[src/source/fsb_params.svh]
// front-side-bus node endpoint
// width and depth constants shared by the package and the RTL

`ifndef FSB_PARAMS_SVH
`define FSB_PARAMS_SVH

// node id width, sized for up to 16 nodes
`define FSB_ID_WIDTH 4

// payload width of data packets and the running sum
`define FSB_DATA_WIDTH 32

// default entries per queue
`define FSB_FIFO_DEPTH 4

`endif

[src/source/fsb_pkg.sv]
// front-side-bus packet types
// link packet layout, decoded data item and switch command opcodes

`include "fsb_params.svh"

package fsb_pkg;

   // switch commands carried in the opcode field
   // codes not listed here are ignored by the gateway
   typedef enum logic [2:0]
   {
      FSB_NOP_CMD           = 3'b000,
      FSB_ENABLE_CMD        = 3'b001,
      FSB_DISABLE_CMD       = 3'b010,
      FSB_RESET_ENABLE_CMD  = 3'b011,
      FSB_RESET_DISABLE_CMD = 3'b100
   } fsb_opcode_e;

   // full link packet, 44 bits, destid in the top bits
   typedef struct packed
   {
      logic [`FSB_ID_WIDTH-1:0]   destid;
      logic [`FSB_ID_WIDTH-1:0]   srcid;
      // set for switch commands
      logic                       cmd;
      fsb_opcode_e                opcode;
      logic [`FSB_DATA_WIDTH-1:0] data;
   } fsb_pkt_s;

   // data item handed to the node, 36 bits
   typedef struct packed
   {
      logic [`FSB_ID_WIDTH-1:0]   srcid;
      logic [`FSB_DATA_WIDTH-1:0] data;
   } fsb_item_s;

endpackage

[src/source/fsb_accum_node.sv]
// accumulator node
// adds each data item to a running sum and sends the new sum back
// to the item's sender as a reply packet

`include "fsb_params.svh"

module fsb_accum_node
   #(parameter logic [`FSB_ID_WIDTH-1:0] id_p = '0
   )
   (input  logic                clk_i
   , input  logic               reset_i
   // from the input queue
   , input  logic               v_i
   , input  fsb_pkg::fsb_item_s item_i
   , output logic               yumi_o
   // to the output queue
   , output logic               v_o
   , output fsb_pkg::fsb_pkt_s  pkt_o
   , input  logic               ready_i
   );

   import fsb_pkg::*;

   logic [`FSB_DATA_WIDTH-1:0] sum_r;
   logic [`FSB_DATA_WIDTH-1:0] sum_n;

   // wraps modulo 2^32
   assign sum_n = sum_r + item_i.data;

   // a reply is offered whenever an item waits
   assign v_o = v_i;
   // item popped on the same edge its reply is pushed
   assign yumi_o = v_i & ready_i;

   // reply goes back to the sender, plain data packet
   assign pkt_o = '{destid: item_i.srcid,
                    srcid:  id_p,
                    cmd:    1'b0,
                    opcode: FSB_NOP_CMD,
                    data:   sum_n};

   always_ff @(posedge clk_i)
   begin
      if (reset_i)
         sum_r <= '0;
      else if (yumi_o)
         sum_r <= sum_n;
   end

endmodule

[src/source/fsb_fifo.sv]
// small synchronous queue
// circular buffer with a registered count, payload given as a type

`include "fsb_params.svh"

module fsb_fifo
   #(parameter type payload_t = logic
   , parameter int depth_p = `FSB_FIFO_DEPTH
   )
   (input  logic     clk_i
   , input  logic    reset_i
   , input  logic    v_i
   , input  payload_t data_i
   , output logic    ready_o
   , output logic    v_o
   , output payload_t data_o
   // pop the head entry
   , input  logic    yumi_i
   );

   localparam int ptr_width_lp = (depth_p > 1) ? $clog2(depth_p) : 1;
   localparam int cnt_width_lp = $clog2(depth_p + 1);

   payload_t mem_r [depth_p];
   logic [ptr_width_lp-1:0] wr_ptr_r, rd_ptr_r;
   logic [cnt_width_lp-1:0] count_r;
   logic full, enq, deq;

   // step a pointer, wrapping at depth_p for any depth
   function automatic logic [ptr_width_lp-1:0] next_ptr(input logic [ptr_width_lp-1:0] ptr);
      if (ptr == ptr_width_lp'(depth_p - 1))
         return '0;
      return ptr + 1'b1;
   endfunction

   assign full    = (count_r == cnt_width_lp'(depth_p));
   // not ready while full or held in reset
   assign ready_o = ~reset_i & ~full;
   assign v_o     = (count_r != '0);
   assign data_o  = mem_r[rd_ptr_r];

   assign enq = v_i & ready_o;
   assign deq = yumi_i & v_o;

   // storage
   always_ff @(posedge clk_i)
   begin
      if (enq)
         mem_r[wr_ptr_r] <= data_i;
   end

   always_ff @(posedge clk_i)
   begin
      if (reset_i)
      begin
         wr_ptr_r <= '0;
         rd_ptr_r <= '0;
         count_r  <= '0;
      end
      else
      begin
         if (enq)
            wr_ptr_r <= next_ptr(wr_ptr_r);
         if (deq)
            rd_ptr_r <= next_ptr(rd_ptr_r);
         // simultaneous push and pop leave the count alone
         count_r <= count_r + cnt_width_lp'(enq) - cnt_width_lp'(deq);
      end
   end

endmodule

[src/source/fsb_gateway.sv]
// front-side-bus gateway
// filters link packets by destination id, turns switch commands into the
// node enable and node reset registers, and forwards data for the node

`include "fsb_params.svh"

module fsb_gateway
   #(parameter logic [`FSB_ID_WIDTH-1:0] id_p = '0
   // node comes up enabled and its reset just follows reset_i
   , parameter bit enabled_at_start_p = 1'b0
   )
   (input  logic               clk_i
   , input  logic              reset_i
   // from the link
   , input  logic              v_i
   , input  fsb_pkg::fsb_pkt_s data_i
   , output logic              ready_o
   // to the node side
   , output logic              v_o
   , output fsb_pkg::fsb_item_s item_o
   , input  logic              ready_i
   // switch state
   , output logic              node_en_r_o
   , output logic              node_reset_r_o
   );

   import fsb_pkg::*;

   logic node_en_r, node_en_n;
   logic node_reset_r, node_reset_n;
   logic id_match, for_switch, for_node;

   assign id_match   = (data_i.destid == id_p);
   // command packet addressed to this node
   assign for_switch = v_i & id_match & data_i.cmd;
   // data packet addressed to this node
   assign for_node   = v_i & id_match & ~data_i.cmd;

   // only data for an enabled node goes on to the queue
   assign v_o    = node_en_r & for_node;
   assign item_o = '{srcid: data_i.srcid, data: data_i.data};

   // everything is sunk at once, except data for an enabled node,
   // which waits for room downstream; ready_o never rises without v_i
   assign ready_o = v_i & (~for_node | ~node_en_r | ready_i);

   assign node_en_r_o    = node_en_r;
   assign node_reset_r_o = node_reset_r;

   // command decode, unknown opcodes leave state untouched
   always_comb
   begin
      node_en_n    = node_en_r;
      node_reset_n = node_reset_r;
      if (for_switch)
      begin
         case (data_i.opcode)
            FSB_ENABLE_CMD:        node_en_n    = 1'b1;
            FSB_DISABLE_CMD:       node_en_n    = 1'b0;
            FSB_RESET_ENABLE_CMD:  node_reset_n = 1'b1;
            FSB_RESET_DISABLE_CMD: node_reset_n = 1'b0;
            default:
            begin
            end
         endcase
      end
   end

   always_ff @(posedge clk_i)
   begin
      if (reset_i)
         node_en_r <= enabled_at_start_p;
      else
         node_en_r <= node_en_n;
   end

   generate
      if (enabled_at_start_p)
      begin : g_reset_follow
         // node reset tracks the system reset, delayed one cycle
         always_ff @(posedge clk_i)
         begin
            node_reset_r <= reset_i;
         end
      end
      else
      begin : g_reset_cmd
         // node held in reset until a RESET_DISABLE command
         always_ff @(posedge clk_i)
         begin
            if (reset_i)
               node_reset_r <= 1'b1;
            else
               node_reset_r <= node_reset_n;
         end
      end
   endgenerate

endmodule

[src/source/fsb_subsystem.sv]
// front-side-bus node endpoint top level
// gateway feeding an input queue, the accumulator node and an output queue
// back onto the link

`include "fsb_params.svh"

module fsb_subsystem
   #(parameter logic [`FSB_ID_WIDTH-1:0] node_id_p = '0
   )
   (input  logic               clk_i
   , input  logic              reset_i
   // link in
   , input  logic              v_i
   , input  fsb_pkg::fsb_pkt_s data_i
   , output logic              ready_o
   // link out
   , output logic              v_o
   , output fsb_pkg::fsb_pkt_s data_o
   , input  logic              ready_i
   // switch state
   , output logic              node_en_o
   , output logic              node_reset_o
   );

   import fsb_pkg::*;

   // gateway to input queue
   logic      gw_v;
   fsb_item_s gw_item;
   logic      in_ready;
   // input queue to node
   logic      in_v;
   fsb_item_s in_item;
   logic      node_yumi;
   // node to output queue
   logic      node_v;
   fsb_pkt_s  node_pkt;
   logic      out_ready;
   // output queue pop
   logic      out_yumi;
   // node-local reset from the gateway
   logic      node_reset;

   assign node_reset_o = node_reset;
   assign out_yumi     = v_o & ready_i;

   fsb_gateway #(.id_p(node_id_p)) i_gateway
      (.clk_i(clk_i), .reset_i(reset_i)
      , .v_i(v_i), .data_i(data_i), .ready_o(ready_o)
      , .v_o(gw_v), .item_o(gw_item), .ready_i(in_ready)
      , .node_en_r_o(node_en_o), .node_reset_r_o(node_reset)
      );

   // input side runs under the node reset
   fsb_fifo #(.payload_t(fsb_item_s), .depth_p(`FSB_FIFO_DEPTH)) i_in_fifo
      (.clk_i(clk_i), .reset_i(node_reset)
      , .v_i(gw_v), .data_i(gw_item), .ready_o(in_ready)
      , .v_o(in_v), .data_o(in_item), .yumi_i(node_yumi)
      );

   fsb_accum_node #(.id_p(node_id_p)) i_node
      (.clk_i(clk_i), .reset_i(node_reset)
      , .v_i(in_v), .item_i(in_item), .yumi_o(node_yumi)
      , .v_o(node_v), .pkt_o(node_pkt), .ready_i(out_ready)
      );

   // replies already queued survive a node reset
   fsb_fifo #(.payload_t(fsb_pkt_s), .depth_p(`FSB_FIFO_DEPTH)) i_out_fifo
      (.clk_i(clk_i), .reset_i(reset_i)
      , .v_i(node_v), .data_i(node_pkt), .ready_o(out_ready)
      , .v_o(v_o), .data_o(data_o), .yumi_i(out_yumi)
      );

endmodule
[config.mk]
export PLATFORM = sky130hd
export DESIGN_NAME = fsb_subsystem
export DESIGN_NICKNAME = d
export VERILOG_FILES = /design/src/source/fsb_pkg.sv /design/src/source/fsb_accum_node.sv /design/src/source/fsb_fifo.sv /design/src/source/fsb_gateway.sv /design/src/source/fsb_subsystem.sv
export VERILOG_INCLUDE_DIRS = /design/src /design/src/source
export SDC_FILE = /design/constraint.sdc
export NUM_CORES = 1
export LEC_CHECK = 0
export BUFFER_PORTS_ARGS = -buffer_cell sky130_fd_sc_hd__buf_2
export CAP_MARGIN = 20
export CORE_MARGIN = 4
export CORE_UTILIZATION = 65
export DETAILED_ROUTE_END_ITERATION = 6
export PLACE_DENSITY = 0.93
export SLEW_MARGIN = 5
export SYNTH_ARGS = -nofsm -noshare
export SYNTH_HDL_FRONTEND = slang
export SYNTH_SLANG_ARGS = --single-unit
[constraint.sdc]
create_clock -name clk_i -period 10.85 [get_ports clk_i]
set_input_delay 1.085 -clock clk_i [delete_from_list [all_inputs] [get_ports clk_i]]
set_output_delay 1.085 -clock clk_i [all_outputs]
set_load 0.005 [all_outputs]
# After elaboration in Yosys (flattened, before gate mapping)

Memories as Yosys holds them, arrays and structs flattened. A register that Yosys moved wholly into a read port is not among the register bits.
Index checks and enable logic that the tools add are counted.

Add/subtract/negate cells: 9
Equality and inequality tests: 10
Mux-type cells: 30
Bitwise logic cells: 21
Reduce and logical (&&, ||, !) cells: 7

Operators with widths:

| cell                                                | count |
|---|---|
| adder 32 bit                                        | 1 |
| two-way mux 2 bit                                   | 12 |
| two-way mux 1 bit                                   | 16 |
| bitwise AND 1 bit                                   | 12 |
| equality test 3 bit, second input constant          | 3 |
| adder 2 x 1 -> 2 bit, second input constant         | 4 |
| equality test 2 bit, second input constant          | 4 |
| inverter 1 bit                                      | 7 |
| adder 3 x 1 -> 3 bit                                | 2 |
| equality test 3 x 2 -> 1 bit, second input constant | 2 |
| nonzero test 3 bit                                  | 2 |
| subtractor 3 x 1 -> 3 bit                           | 2 |
| zero test 4 bit                                     | 1 |
| case mux 1 bit (2 select lines)                     | 2 |
| AND reduction 2 bit                                 | 2 |
| nonzero test 2 bit                                  | 2 |
| equality test 3 x 1 -> 1 bit, second input constant | 1 |
| OR 1 bit                                            | 2 |

Flip-flop bits (word level): 48
Bits in writable memories: 288
Output and inout bits: 48
Logic and storage cells: 88
Memories: 2

Memory list:

| memory           | depth | width | rd ports | clocked after memory_dff | wr ports | line           | source |
|---|---|---|---|---|---|---|---|
| i_in_fifo.mem_r  | 4     | 36    | 1        | 1                        | 1        | fsb_fifo.sv:24 | `payload_t mem_r [depth_p];` |
| i_out_fifo.mem_r | 4     | 36    | 1        | 1                        | 1        | fsb_fifo.sv:24 |  |

# Longest topological paths before layout

Gate-level depths: netlist of the first run.

Word-level depth: 10
Gate-level depth with buffers: 12
Depth with buffers taken out: 11

# Modules after synthesis

From an unflattened synthesis of the first run, not the netlist that was laid out.

Cell total of the unflattened synthesis: 986
Area, all modules: 16231.8 µm²

Modules (own cells, without submodules):

| module                 | instances | cells each | area an instance (µm²) | sequential area each (µm²) |
|---|---|---|---|---|
| fsb_fifo at i_out_fifo | 1         | 279        | 6890.4                 | 5465.2 |
| fsb_fifo at i_in_fifo  | 1         | 237        | 5728.0                 | 4504.3 |
| fsb_accum_node         | 1         | 413        | 3161.8                 | 640.6 |
| fsb_gateway            | 1         | 56         | 445.4                  | 40.0 |
| fsb_subsystem          | 1         | 1          | 6.3                    | 0.0 |

# Worst setup path before layout of the first run

Ideal clock, no wire load.

Kind: flip-flop to flip-flop
Start: register (tool-made name)
End: memory i_out_fifo.mem_r[0][30] (netlist bit) (data pin)
Setup time: 0.145 ns
Data arrival time: 4.019 ns
Slack: 6.686 ns
Stages on the path, launching flop included: 13
Buffers on the path: 2
Clock period less this slack: 4.164 ns
Path through: dfxtp_1 -> clkbuf_1 -> buf_1 -> mux4_2 -> ha_1 -> fa_1 -> a21o_2 -> a221oi_2 -> or4_4 -> a31oi_2 -> or4b_1 -> o41a_1 -> nand2_1

RTL lines:

| what      | line |
|---|---|
| to (decl) | fsb_fifo.sv:24 |

==> reports/summary.txt, run 1 <==
LAYOUT
-------------------------------------------------------------------------
Layout filler cell count ...................................         1300
Share of layout cells above drive strength 1 ...............        22.9%
Layout overhead on the synthesized area ....................        11.6%
Number of nets at the end of the flow ......................         1104
Utilization after layout ...................................        74.1%
Final cell area excluding filler cells .....................   0.0162 mm²

SETUP PATH
-------------------------------------------------------------------------
Number of gates on the worst path with buffers counted .....           11
Data required time at the worst endpoint ...................     11.24 ns
Largest stage delay on the critical path ...................      0.60 ns
Crit path capture type .....................................     register
Critical path class ........................................ register to register
Max Fanout on Critical Path ................................           36
Critical Path, Cell by Cell ................................ buf_4, mux4_2, ha_1, fa_1, a21o_2, a221oi_2, or4_4, a31oi_2, or4b_1, o41a_1, nand2_1
FF-to-FF setup slack .......................................      6.60 ns
Destination of the critical timing path .................... i_out_fifo.mem_r[1][30]$_DFFE_PP_
Worst reg2reg path endpoint ................................ i_out_fifo.mem_r[1][30]$_DFFE_PP_
Arr. time, crit path .......................................      4.64 ns
Total buffers and inverters traversed by the critical path .            1
Cell count of the worst reg-to-reg path ....................           11
Slowest stage cell on the critical path .................... sky130_fd_sc_hd__mux4_2
CP startpoint kind .........................................     register
Largest delay contributor family on the critical path ...... compound AO/OA/AOI/OAI gates

STA
-------------------------------------------------------------------------
Endpoints failing hold .....................................            0
Maximum achievable frequency ...............................    0.235 GHz
Final setup skew ...........................................   0.00987 ns
Setup TNS ..................................................         0 ns
Period utilisation layout ..................................        39.2%
Time the worst path needs with I/O delays and setup ........      4.25 ns
Tightest slew margin relative to the limit .................        38.4%
Setup repair after global routing missed its margin ........        false
Actual transition at the worst max-transition pin ..........     0.919 ns
Setup violations, final ....................................            0
Final Slew Violations ......................................            0

ROUTING
-------------------------------------------------------------------------
Antenna Violating Nets Remaining ...........................            0
Via count of the routed design .............................         8200
# DRC ......................................................            0
Vias/cell ..................................................         6.25
Iteration count of the initial detailed-routing pass .......            5
Routed wire length .........................................     28100 µm
Final routed wire length divided by cell count .............      21.4 µm
Iteration-0 DRC count of the detailed router ...............          680

GRT
-------------------------------------------------------------------------
Largest net degree at the start of global routing ..........           50
Overflow left after global routing .........................            0
Initial antenna violation count ............................            1
Global-route wire length before repair .....................     44400 µm
Gr usage total .............................................        23.0%
Vias in the first global route .............................         8262

SYNTH
-------------------------------------------------------------------------
Async set-reset flop share out of synthesis ................           0%
Cell types with the highest counts after synthesis ......... 288 x sky130_fd_sc_hd__edfxtp_1, 80 x sky130_fd_sc_hd__nand2_1, 72 x sky130_fd_sc_hd__mux4_2
Post-synth EDFFs ...........................................          288
Number of distinct library cells after synthesis ...........           74
Leading area contributor after synthesis ................... sky130_fd_sc_hd__edfxtp_1
Largest cells by area after synthesis ...................... sky130_fd_sc_hd__edfxtp_1 60%, sky130_fd_sc_hd__mux4_2 11%, sky130_fd_sc_hd__dfxtp_1 7.2%
Post-Synthesis Cell Area ...................................   0.0145 mm²
Primary FF master, synth ................................... sky130_fd_sc_hd__edfxtp_1
Synth Warn # ...............................................            0
Post-synthesis sequential area ratio .......................        66.7%
Instance count of the mapped netlist .......................          913
Mean Syn Cell Area .........................................     15.9 µm²
Register bit count reported by yosys .......................          340
Top cell type's share of synthesized area ..................        59.5%
Most instantiated library cell after synthesis ............. sky130_fd_sc_hd__edfxtp_1

FLOORPLAN
-------------------------------------------------------------------------
DIE AREA ...................................................   0.0248 mm²
# rows .....................................................           54
Top-level port count .......................................           96
Starting density of the core ...............................        66.4%
Core box area ..............................................   0.0219 mm²
Vertical die dimension .....................................       158 µm
Width of the die ...........................................       158 µm

PLACE
-------------------------------------------------------------------------
Placement-stage cell area ..................................   0.0152 mm²
Dpl hpwl ...................................................     18000 µm
Gpl congestion .............................................        0.928
Number of buffers inserted by port buffering ...............           87

CLOCKING
-------------------------------------------------------------------------
Clock Latency Late Sink ....................................      0.55 ns
Root buffer selected by CTS ................................ sky130_fd_sc_hd__clkbuf_16
Clock buffer count from CTS ................................           31
Setup Buffers After CTS ....................................            0
Total of cells resized after clock tree synthesis ..........            0
Clock tree from TritonCTS ..................................         done
# hold bufs at CTS .........................................            0
Clock Sink Count ...........................................          340
CTS clock-pin slew for the worst setup and hold paths ......      0.06 ns
CTS max path bufs ..........................................            3
H-tree level count .........................................            1

POWER AND IR DROP
-------------------------------------------------------------------------
Static Leakage .............................................   0.00564 µW
Clk network pwr share ......................................        39.7%
Internal portion of total power ............................      2140 µW
Switching part of the total ................................        20.4%
PD cells ...................................................   166 mW/mm²
Largest voltage drop on the vdd net ........................     0.137 mV
Part of the total power dissipated in sequential elements ..        52.8%
Comb power frac ............................................         7.6%
Switching Power ............................................       550 µW

MIN PATH
-------------------------------------------------------------------------
Path category of the worst min-delay check ................. register to register
Start point of the worst hold path ......................... i_node.sum_r[4]$_SDFFE_PP0P_

STATUS
-------------------------------------------------------------------------
Result of the run .......................................... finished clean

JOB
-------------------------------------------------------------------------
MaxCap Viol Count ..........................................            0

[power by group through the flow]
stage | Sequential (µW) | Combinational (µW) | Clock, µW
2_1_floorplan | 1450 | 140 | 0
3_3_place_gp | 1450 | 204 | 0
3_5_place_dp | 1450 | 208 | 0
4_1_cts | 1420 | 210 | 1080
5_1_grt | 1420 | 229 | 1140
6_report | 1420 | 203 | 1070
[metrics by stage]
stage,hold WS [ns],worst slack (ns),total power [µW],instances
2_1_floorplan,0.440,6.69,1590,920
3_3_place_gp,0.448,6.80,1650,1255
3_5_place_dp,0.455,6.65,1660,1255
4_1_cts,0.464,6.60,2710,1311
5_1_grt,0.482,6.36,2790,1311
6_report,0.465,6.60,2690,1312
[metal layers]
metal / GRT usage [%] / wire, µm / vias to the layer above
met5: 0 / 10 / -
met4: 5.45 / 589 / 2
met3: 3.74 / 2190 / 61
met2: 37.6 / 13700 / 353
met1: 33.4 / 11700 / 4039
li1: - / - / 3745
[state kept, by name, summed over array words and instances, names as in the netlist, named ones only]
name                      cells
i_out_fifo.rd_ptr_r           2
i_in_fifo.mem_r             144
i_in_fifo.wr_ptr_r            2
i_in_fifo.rd_ptr_r            2
i_out_fifo.wr_ptr_r           2
i_in_fifo.count_r             3
i_node.sum_r                 32
i_gateway.node_reset_r_o      1
i_out_fifo.mem_r            144
i_gateway.node_en_r_o         1
i_out_fifo.count_r            3
[logic make-up (layout without fill, tap and decap cells)]
| kind of cell | after synthesis | in the layout | synth area share, % |
|---|---|---|---|
| XOR/XNOR | 32 | 32 | 2.02 |
| flip-flops | 340 | 340 | 66.7 |
| adder cells (fa/ha/maj) | 48 | 48 | 4.29 |
| other | 1 | 9 | 0.0258 |
| multiplexers | 72 | 72 | 11.2 |
| AO/OA/AOI/OAI | 151 | 151 | 6.97 |
| AND/OR/NAND/NOR | 197 | 197 | 6.54 |
| buffers and inverters | 72 | 183 | 2.32 |
[tightest hold or removal path, cell delays in order, from the launching register on]
cell	delay (ns)
sky130_fd_sc_hd__dfxtp_1	0.32
sky130_fd_sc_hd__nand2_1	0.05
sky130_fd_sc_hd__a21oi_1	0.05
[worst min path at each step]
stage,slack (ns),cells after the start,to
after CTS,0.46,2,i_node.sum_r[7]$_SDFFE_PP0P_
after floorplan,0.44,2,i_node.sum_r[3]$_SDFFE_PP0P_
after detailed placement,0.46,2,i_node.sum_r[7]$_SDFFE_PP0P_
after global placement,0.45,2,i_node.sum_r[14]$_SDFFE_PP0P_
final,0.46,2,i_node.sum_r[4]$_SDFFE_PP0P_
after global routing,0.48,2,i_node.sum_r[4]$_SDFFE_PP0P_
[layout by cell type (no fill, tap or decap), types with 23 or more instances in the layout]
master	n
sky130_fd_sc_hd__dfxtp_1	50
sky130_fd_sc_hd__mux4_2	72
sky130_fd_sc_hd__inv_1	24
sky130_fd_sc_hd__nor2_1	30
sky130_fd_sc_hd__clkbuf_16	31
sky130_fd_sc_hd__nand3_1	23
sky130_fd_sc_hd__ha_1	45
sky130_fd_sc_hd__buf_2	87
sky130_fd_sc_hd__edfxtp_1	288
sky130_fd_sc_hd__nand2_1	80
sky130_fd_sc_hd__a21oi_1	55
[area by class of cell]
type	count	area, µm²	area share [%]
Clock inverter	14	155	0.957
Antenna cell	1	2.50	0.0154
Clock buffer	42	847	5.22
Timing Repair Buffer	102	548	3.38
Tap cell	280	350	2.16
Inverter	25	93.8	0.579
Multi-Input combinational cell	508	4530	27.9
Sequential cell	340	9690	59.8
(Power assumes the default switching activity.)
==> inputs of run 2 (changes only) <==
--- a/config.mk
+++ b/config.mk
@@ -6,12 +6,13 @@
 export SDC_FILE = /design/constraint.sdc
 export NUM_CORES = 1
 export LEC_CHECK = 0
+export ABC_AREA = 1
 export BUFFER_PORTS_ARGS = -buffer_cell sky130_fd_sc_hd__buf_2
 export CAP_MARGIN = 20
 export CORE_MARGIN = 4
-export CORE_UTILIZATION = 65
+export CORE_UTILIZATION = 55
 export DETAILED_ROUTE_END_ITERATION = 6
-export PLACE_DENSITY = 0.93
+export PLACE_DENSITY = 0.84
 export SLEW_MARGIN = 5
 export SYNTH_ARGS = -nofsm -noshare
 export SYNTH_HDL_FRONTEND = slang
==> constraint.sdc (replaced) <==
create_clock -name clk_i -period 3.9 [get_ports clk_i]
set_input_delay 0.39 -clock clk_i [delete_from_list [all_inputs] [get_ports clk_i]]
set_output_delay 0.39 -clock clk_i [all_outputs]
set_load 0.005 [all_outputs]
==> run 2 against run 1 <==
Effect of this change:
- the flow now finishes with violations (DRC)
- clock skew increased by 0.0090 ns
- global-route usage down 1.5 points
- critical path depth rose by 6
- worst hold slack got worse by 0.37 ns
- final area is 6.7% higher
- sequential share of layout area decreased by 3.8 points
- first-iteration DRC count is 47% higher
- clock power grew to 2.9 times the previous value
- routed wire length up 20%
- combinational power grew to 5.3 times the previous value
- power increased to 3.0 times the previous value
- sequential cell count stayed put
==> reports/summary.txt, run 2 <==
MIN PATH
----------------------------------------------------------------------------
Start point of the worst hold path ............................    data_i[3]
WHS Endpoint .................................................. i_in_fifo.mem_r[0][3]$_DFFE_PP_
Worst hold path stage count ...................................            1   -1
Path category of the worst min-delay check .................... input pin to register

FLOORPLAN
----------------------------------------------------------------------------
Core box area .................................................   0.0272 mm²   +24%
Top-level port count ..........................................           96   unchanged
Vertical die dimension ........................................       175 µm   +11%
# rows ........................................................           60   +11%
Starting density of the core ..................................        56.4%   -10 points
DIE AREA ......................................................   0.0306 mm²   +23%
Width of the die ..............................................       175 µm   +11%

POWER AND IR DROP
----------------------------------------------------------------------------
PD cells ......................................................   468 mW/mm²   +180%
Largest voltage drop on the vdd net ...........................     0.467 mV   +240%
Static Leakage ................................................   0.00713 µW   +26%
Power, Total ..................................................      8100 µW   +200%

STA
----------------------------------------------------------------------------
Time the worst path needs with I/O delays and setup ...........      3.14 ns   -1.11 ns
Actual transition at the worst max-transition pin .............     0.824 ns   -0.0951 ns
Maximum achievable frequency ..................................    0.318 GHz   +35%
Setup TNS .....................................................         0 ns   unchanged
Final Slew Violations .........................................            0   unchanged
Endpoints failing hold ........................................            0   unchanged
Setup repair after global routing missed its margin ...........        false
Tightest slew margin relative to the limit ....................        44.9%   +6.6 points
Worst-case setup margin in the final layout ...................     0.759 ns   -5.84 ns
Worst Hold Slack ..............................................    0.0958 ns   -0.369 ns
Setup violations, final .......................................            0   unchanged
Final setup skew ..............................................    0.0189 ns   +0.00903 ns
Period utilisation layout .....................................        80.5%   +41 points

ROUTING
----------------------------------------------------------------------------
Vias/cell .....................................................         5.51   -12%
# DRC .........................................................            2   +2
Via count of the routed design ................................        10883   +33%
Antenna Violating Nets Remaining ..............................            0   unchanged
Final routed wire length divided by cell count ................      17.1 µm   -20%
Iteration-0 DRC count of the detailed router ..................         1001   +47%
Iteration count of the initial detailed-routing pass ..........            7   +2
Routed wire length ............................................     33700 µm   +20%

LAYOUT
----------------------------------------------------------------------------
Most used cells in the layout excluding fill and tap cells .... 288 x sky130_fd_sc_hd__edfxtp_1, 267 x sky130_fd_sc_hd__nand2_1, 190 x sky130_fd_sc_hd__nor2_1
Registers with the most flip-flops ............................ i_in_fifo.mem_r: 144 flops, i_out_fifo.mem_r: 144 flops, i_node.sum_r: 32 flops
Most common library cell in the layout ignoring fill and taps . sky130_fd_sc_hd__edfxtp_1
Final non-filler cell total ...................................         1975   +51%
Number of nets at the end of the flow .........................         1676   +52%
Share of layout cells above drive strength 1 ..................        11.7%   -11 points
Total inserted antenna cells ..................................            0   -1
Layout overhead on the synthesized area .......................        12.9%
Layout filler cell count ......................................         2101   +62%

CLOCKING
----------------------------------------------------------------------------
Total of cells resized after clock tree synthesis .............            0   unchanged
Root buffer selected by CTS ................................... sky130_fd_sc_hd__clkbuf_16
Setup Buffers After CTS .......................................            0   unchanged
H-tree level count ............................................            2   +1
CTS clock-pin slew for the worst setup and hold paths .........      0.06 ns   about the same
Clock tree from TritonCTS .....................................         done
Clock Sink Count ..............................................          340   unchanged
Clock Latency Late Sink .......................................      0.51 ns   -0.04 ns
Clock buffer count from CTS ...................................           34   +9.7%
CTS max path bufs .............................................            3   unchanged
# hold bufs at CTS ............................................            0   unchanged

SETUP PATH
----------------------------------------------------------------------------
Critical path class ........................................... register to register
Crit path capture type ........................................     register
Worst reg2reg path endpoint ................................... i_node.sum_r[27]$_SDFFE_PP0P_
Largest stage delay on the critical path ......................      0.48 ns   -0.12 ns
Cell count of the worst reg-to-reg path .......................           17   +6
Critical Path, Cell by Cell ................................... inv_1, buf_4, o21ai_0, o22ai_1, ha_1, nand2_1, inv_1, nand2_1, nand2_1, inv_1, nand2_1, a21oi_1, nand2_1, nand2_1, nand3_1, nand2_1, inv_1
CP most frequent cell ......................................... sky130_fd_sc_hd__nand2_1
CP startpoint kind ............................................     register
Max Fanout on Critical Path ...................................           23   -36%
Slowest stage cell on the critical path ....................... sky130_fd_sc_hd__inv_1
Arr. time, crit path ..........................................      3.54 ns   -1.10 ns
Data required time at the worst endpoint ......................      4.30 ns   -6.94 ns
FF-to-FF setup slack ..........................................      0.76 ns   -5.84 ns

SYNTH
----------------------------------------------------------------------------
Leading area contributor after synthesis ...................... sky130_fd_sc_hd__edfxtp_1
Post-synth EDFFs ..............................................          288   unchanged
Async set-reset flop share out of synthesis ...................           0%   unchanged
Post-synthesis sequential area ratio ..........................        63.2%   -3.5 points
Top cell type's share of synthesized area .....................        56.4%   -3.1 points
Primary FF master, synth ...................................... sky130_fd_sc_hd__edfxtp_1
Instance count of the mapped netlist ..........................         1493   +64%
Post-Synthesis Cell Area ......................................   0.0153 mm²   +5.5%
Synth Warn # ..................................................            0   unchanged
Register bit count reported by yosys ..........................          340   unchanged
Number of distinct library cells after synthesis ..............           38   -49%
Mean Syn Cell Area ............................................     10.3 µm²   -36%
Cell types with the highest counts after synthesis ............ 288 x sky130_fd_sc_hd__edfxtp_1, 267 x sky130_fd_sc_hd__nand2_1, 198 x sky130_fd_sc_hd__nor2_1
Most instantiated library cell after synthesis ................ sky130_fd_sc_hd__edfxtp_1
Largest cells by area after synthesis ......................... sky130_fd_sc_hd__edfxtp_1 56%, sky130_fd_sc_hd__dfxtp_1 6.8%, sky130_fd_sc_hd__nand2_1 6.5%

GRT
----------------------------------------------------------------------------
Vias in the first global route ................................        10041   +22%
Overflow left after global routing ............................            0   unchanged
Largest net degree at the start of global routing .............           73   +46%
Global-route wire length before repair ........................     52800 µm   +19%
Initial antenna violation count ...............................            0   -1
Gr usage total ................................................        21.6%   -1.5 points

STATUS
----------------------------------------------------------------------------
Violations in the final reports ...............................          DRC
Result of the run ............................................. finished with violations

JOB
----------------------------------------------------------------------------
MaxCap Viol Count .............................................            0   unchanged

PLACE
----------------------------------------------------------------------------
Gpl congestion ................................................        0.937   +0.98%
Number of buffers inserted by port buffering ..................           87   unchanged
Dpl hpwl ......................................................     22500 µm   +25%
DP Cell Count .................................................         1913   +52%
Worst slack at placement ......................................     0.820 ns   -5.83 ns

==> run 2: final cells by class <==
| cell class | count | area, µm² | share of cell area [%] |
|---|---|---|---|
| Clock buffer | 41 | 908 | 5.25 |
| Clock inverter | 18 | 140 | 0.810 |
| Inverter | 180 | 676 | 3.90 |
| Multi-Input combinational cell | 917 | 4770 | 27.6 |
| Sequential cell | 340 | 9690 | 56.0 |
| Tap cell | 372 | 465 | 2.69 |
| Timing Repair Buffer | 107 | 658 | 3.80 |
==> run 2: worst max-delay path: cells and delay by family (launching register included) <==
kind / cells / cell delay, ns
compound gates: 3 / 0.57
fa+ha+maj: 1 / 0.38
buf+inv: 5 / 0.95
flops: 1 / 0.32
simple gates: 8 / 0.80
==> run 2: routing by layer <==
layer	track usage, %	share of wire (%)
met5	0	0
met1	31.8	44
met2	34.8	46
met3	2.83	7.9
met4	4.45	1.6
==> run 2: logic make-up after synthesis <==
group / Yosys count / share of synthesized area, %
AO/OA/AOI/OAI: 303 / 11.1
adder cells (fa/ha/maj): 48 / 4.07
AND/OR/NAND/NOR: 540 / 14.2
buffers and inverters: 243 / 6.21
XOR/XNOR: 18 / 1.13
other: 1 / 0.0245
flip-flops: 340 / 63.2
==> run 2: power by group <==
group          switching, µW  leakage [µW]  internal [µW]
clock network           1280      0.000520           1790
logic                    667       0.00360            403
registers               15.6       0.00301           3940
total                   1960       0.00713           6130
==> run 2: how the worst max path moves through the flow <==
stage	start	endpoint	slack, ns	cells after the start
global route	register	i_out_fifo.mem_r[3][31]$_DFFE_PP_	0.53	15
CTS	register	data_o[43]	0.72	5
detailed placement	register	i_out_fifo.mem_r[2][27]$_DFFE_PP_	0.82	15
floorplan	data_i[43]	i_in_fifo.mem_r[0][0]$_DFFE_PP_	0.93	5
global placement	register	i_node.sum_r[27]$_SDFFE_PP0P_	0.90	14
finish	register	i_node.sum_r[27]$_SDFFE_PP0P_	0.76	17
==> run 2: through the flow <==
step | util (%) | instance area, µm²
2_1_floorplan | - | 15400
3_3_place_gp | 59.5 | 16200
3_5_place_dp | 59.5 | 16200
4_1_cts | 63.4 | 17200
5_1_grt | 63.7 | 17300
6_report | 63.7 | 17300
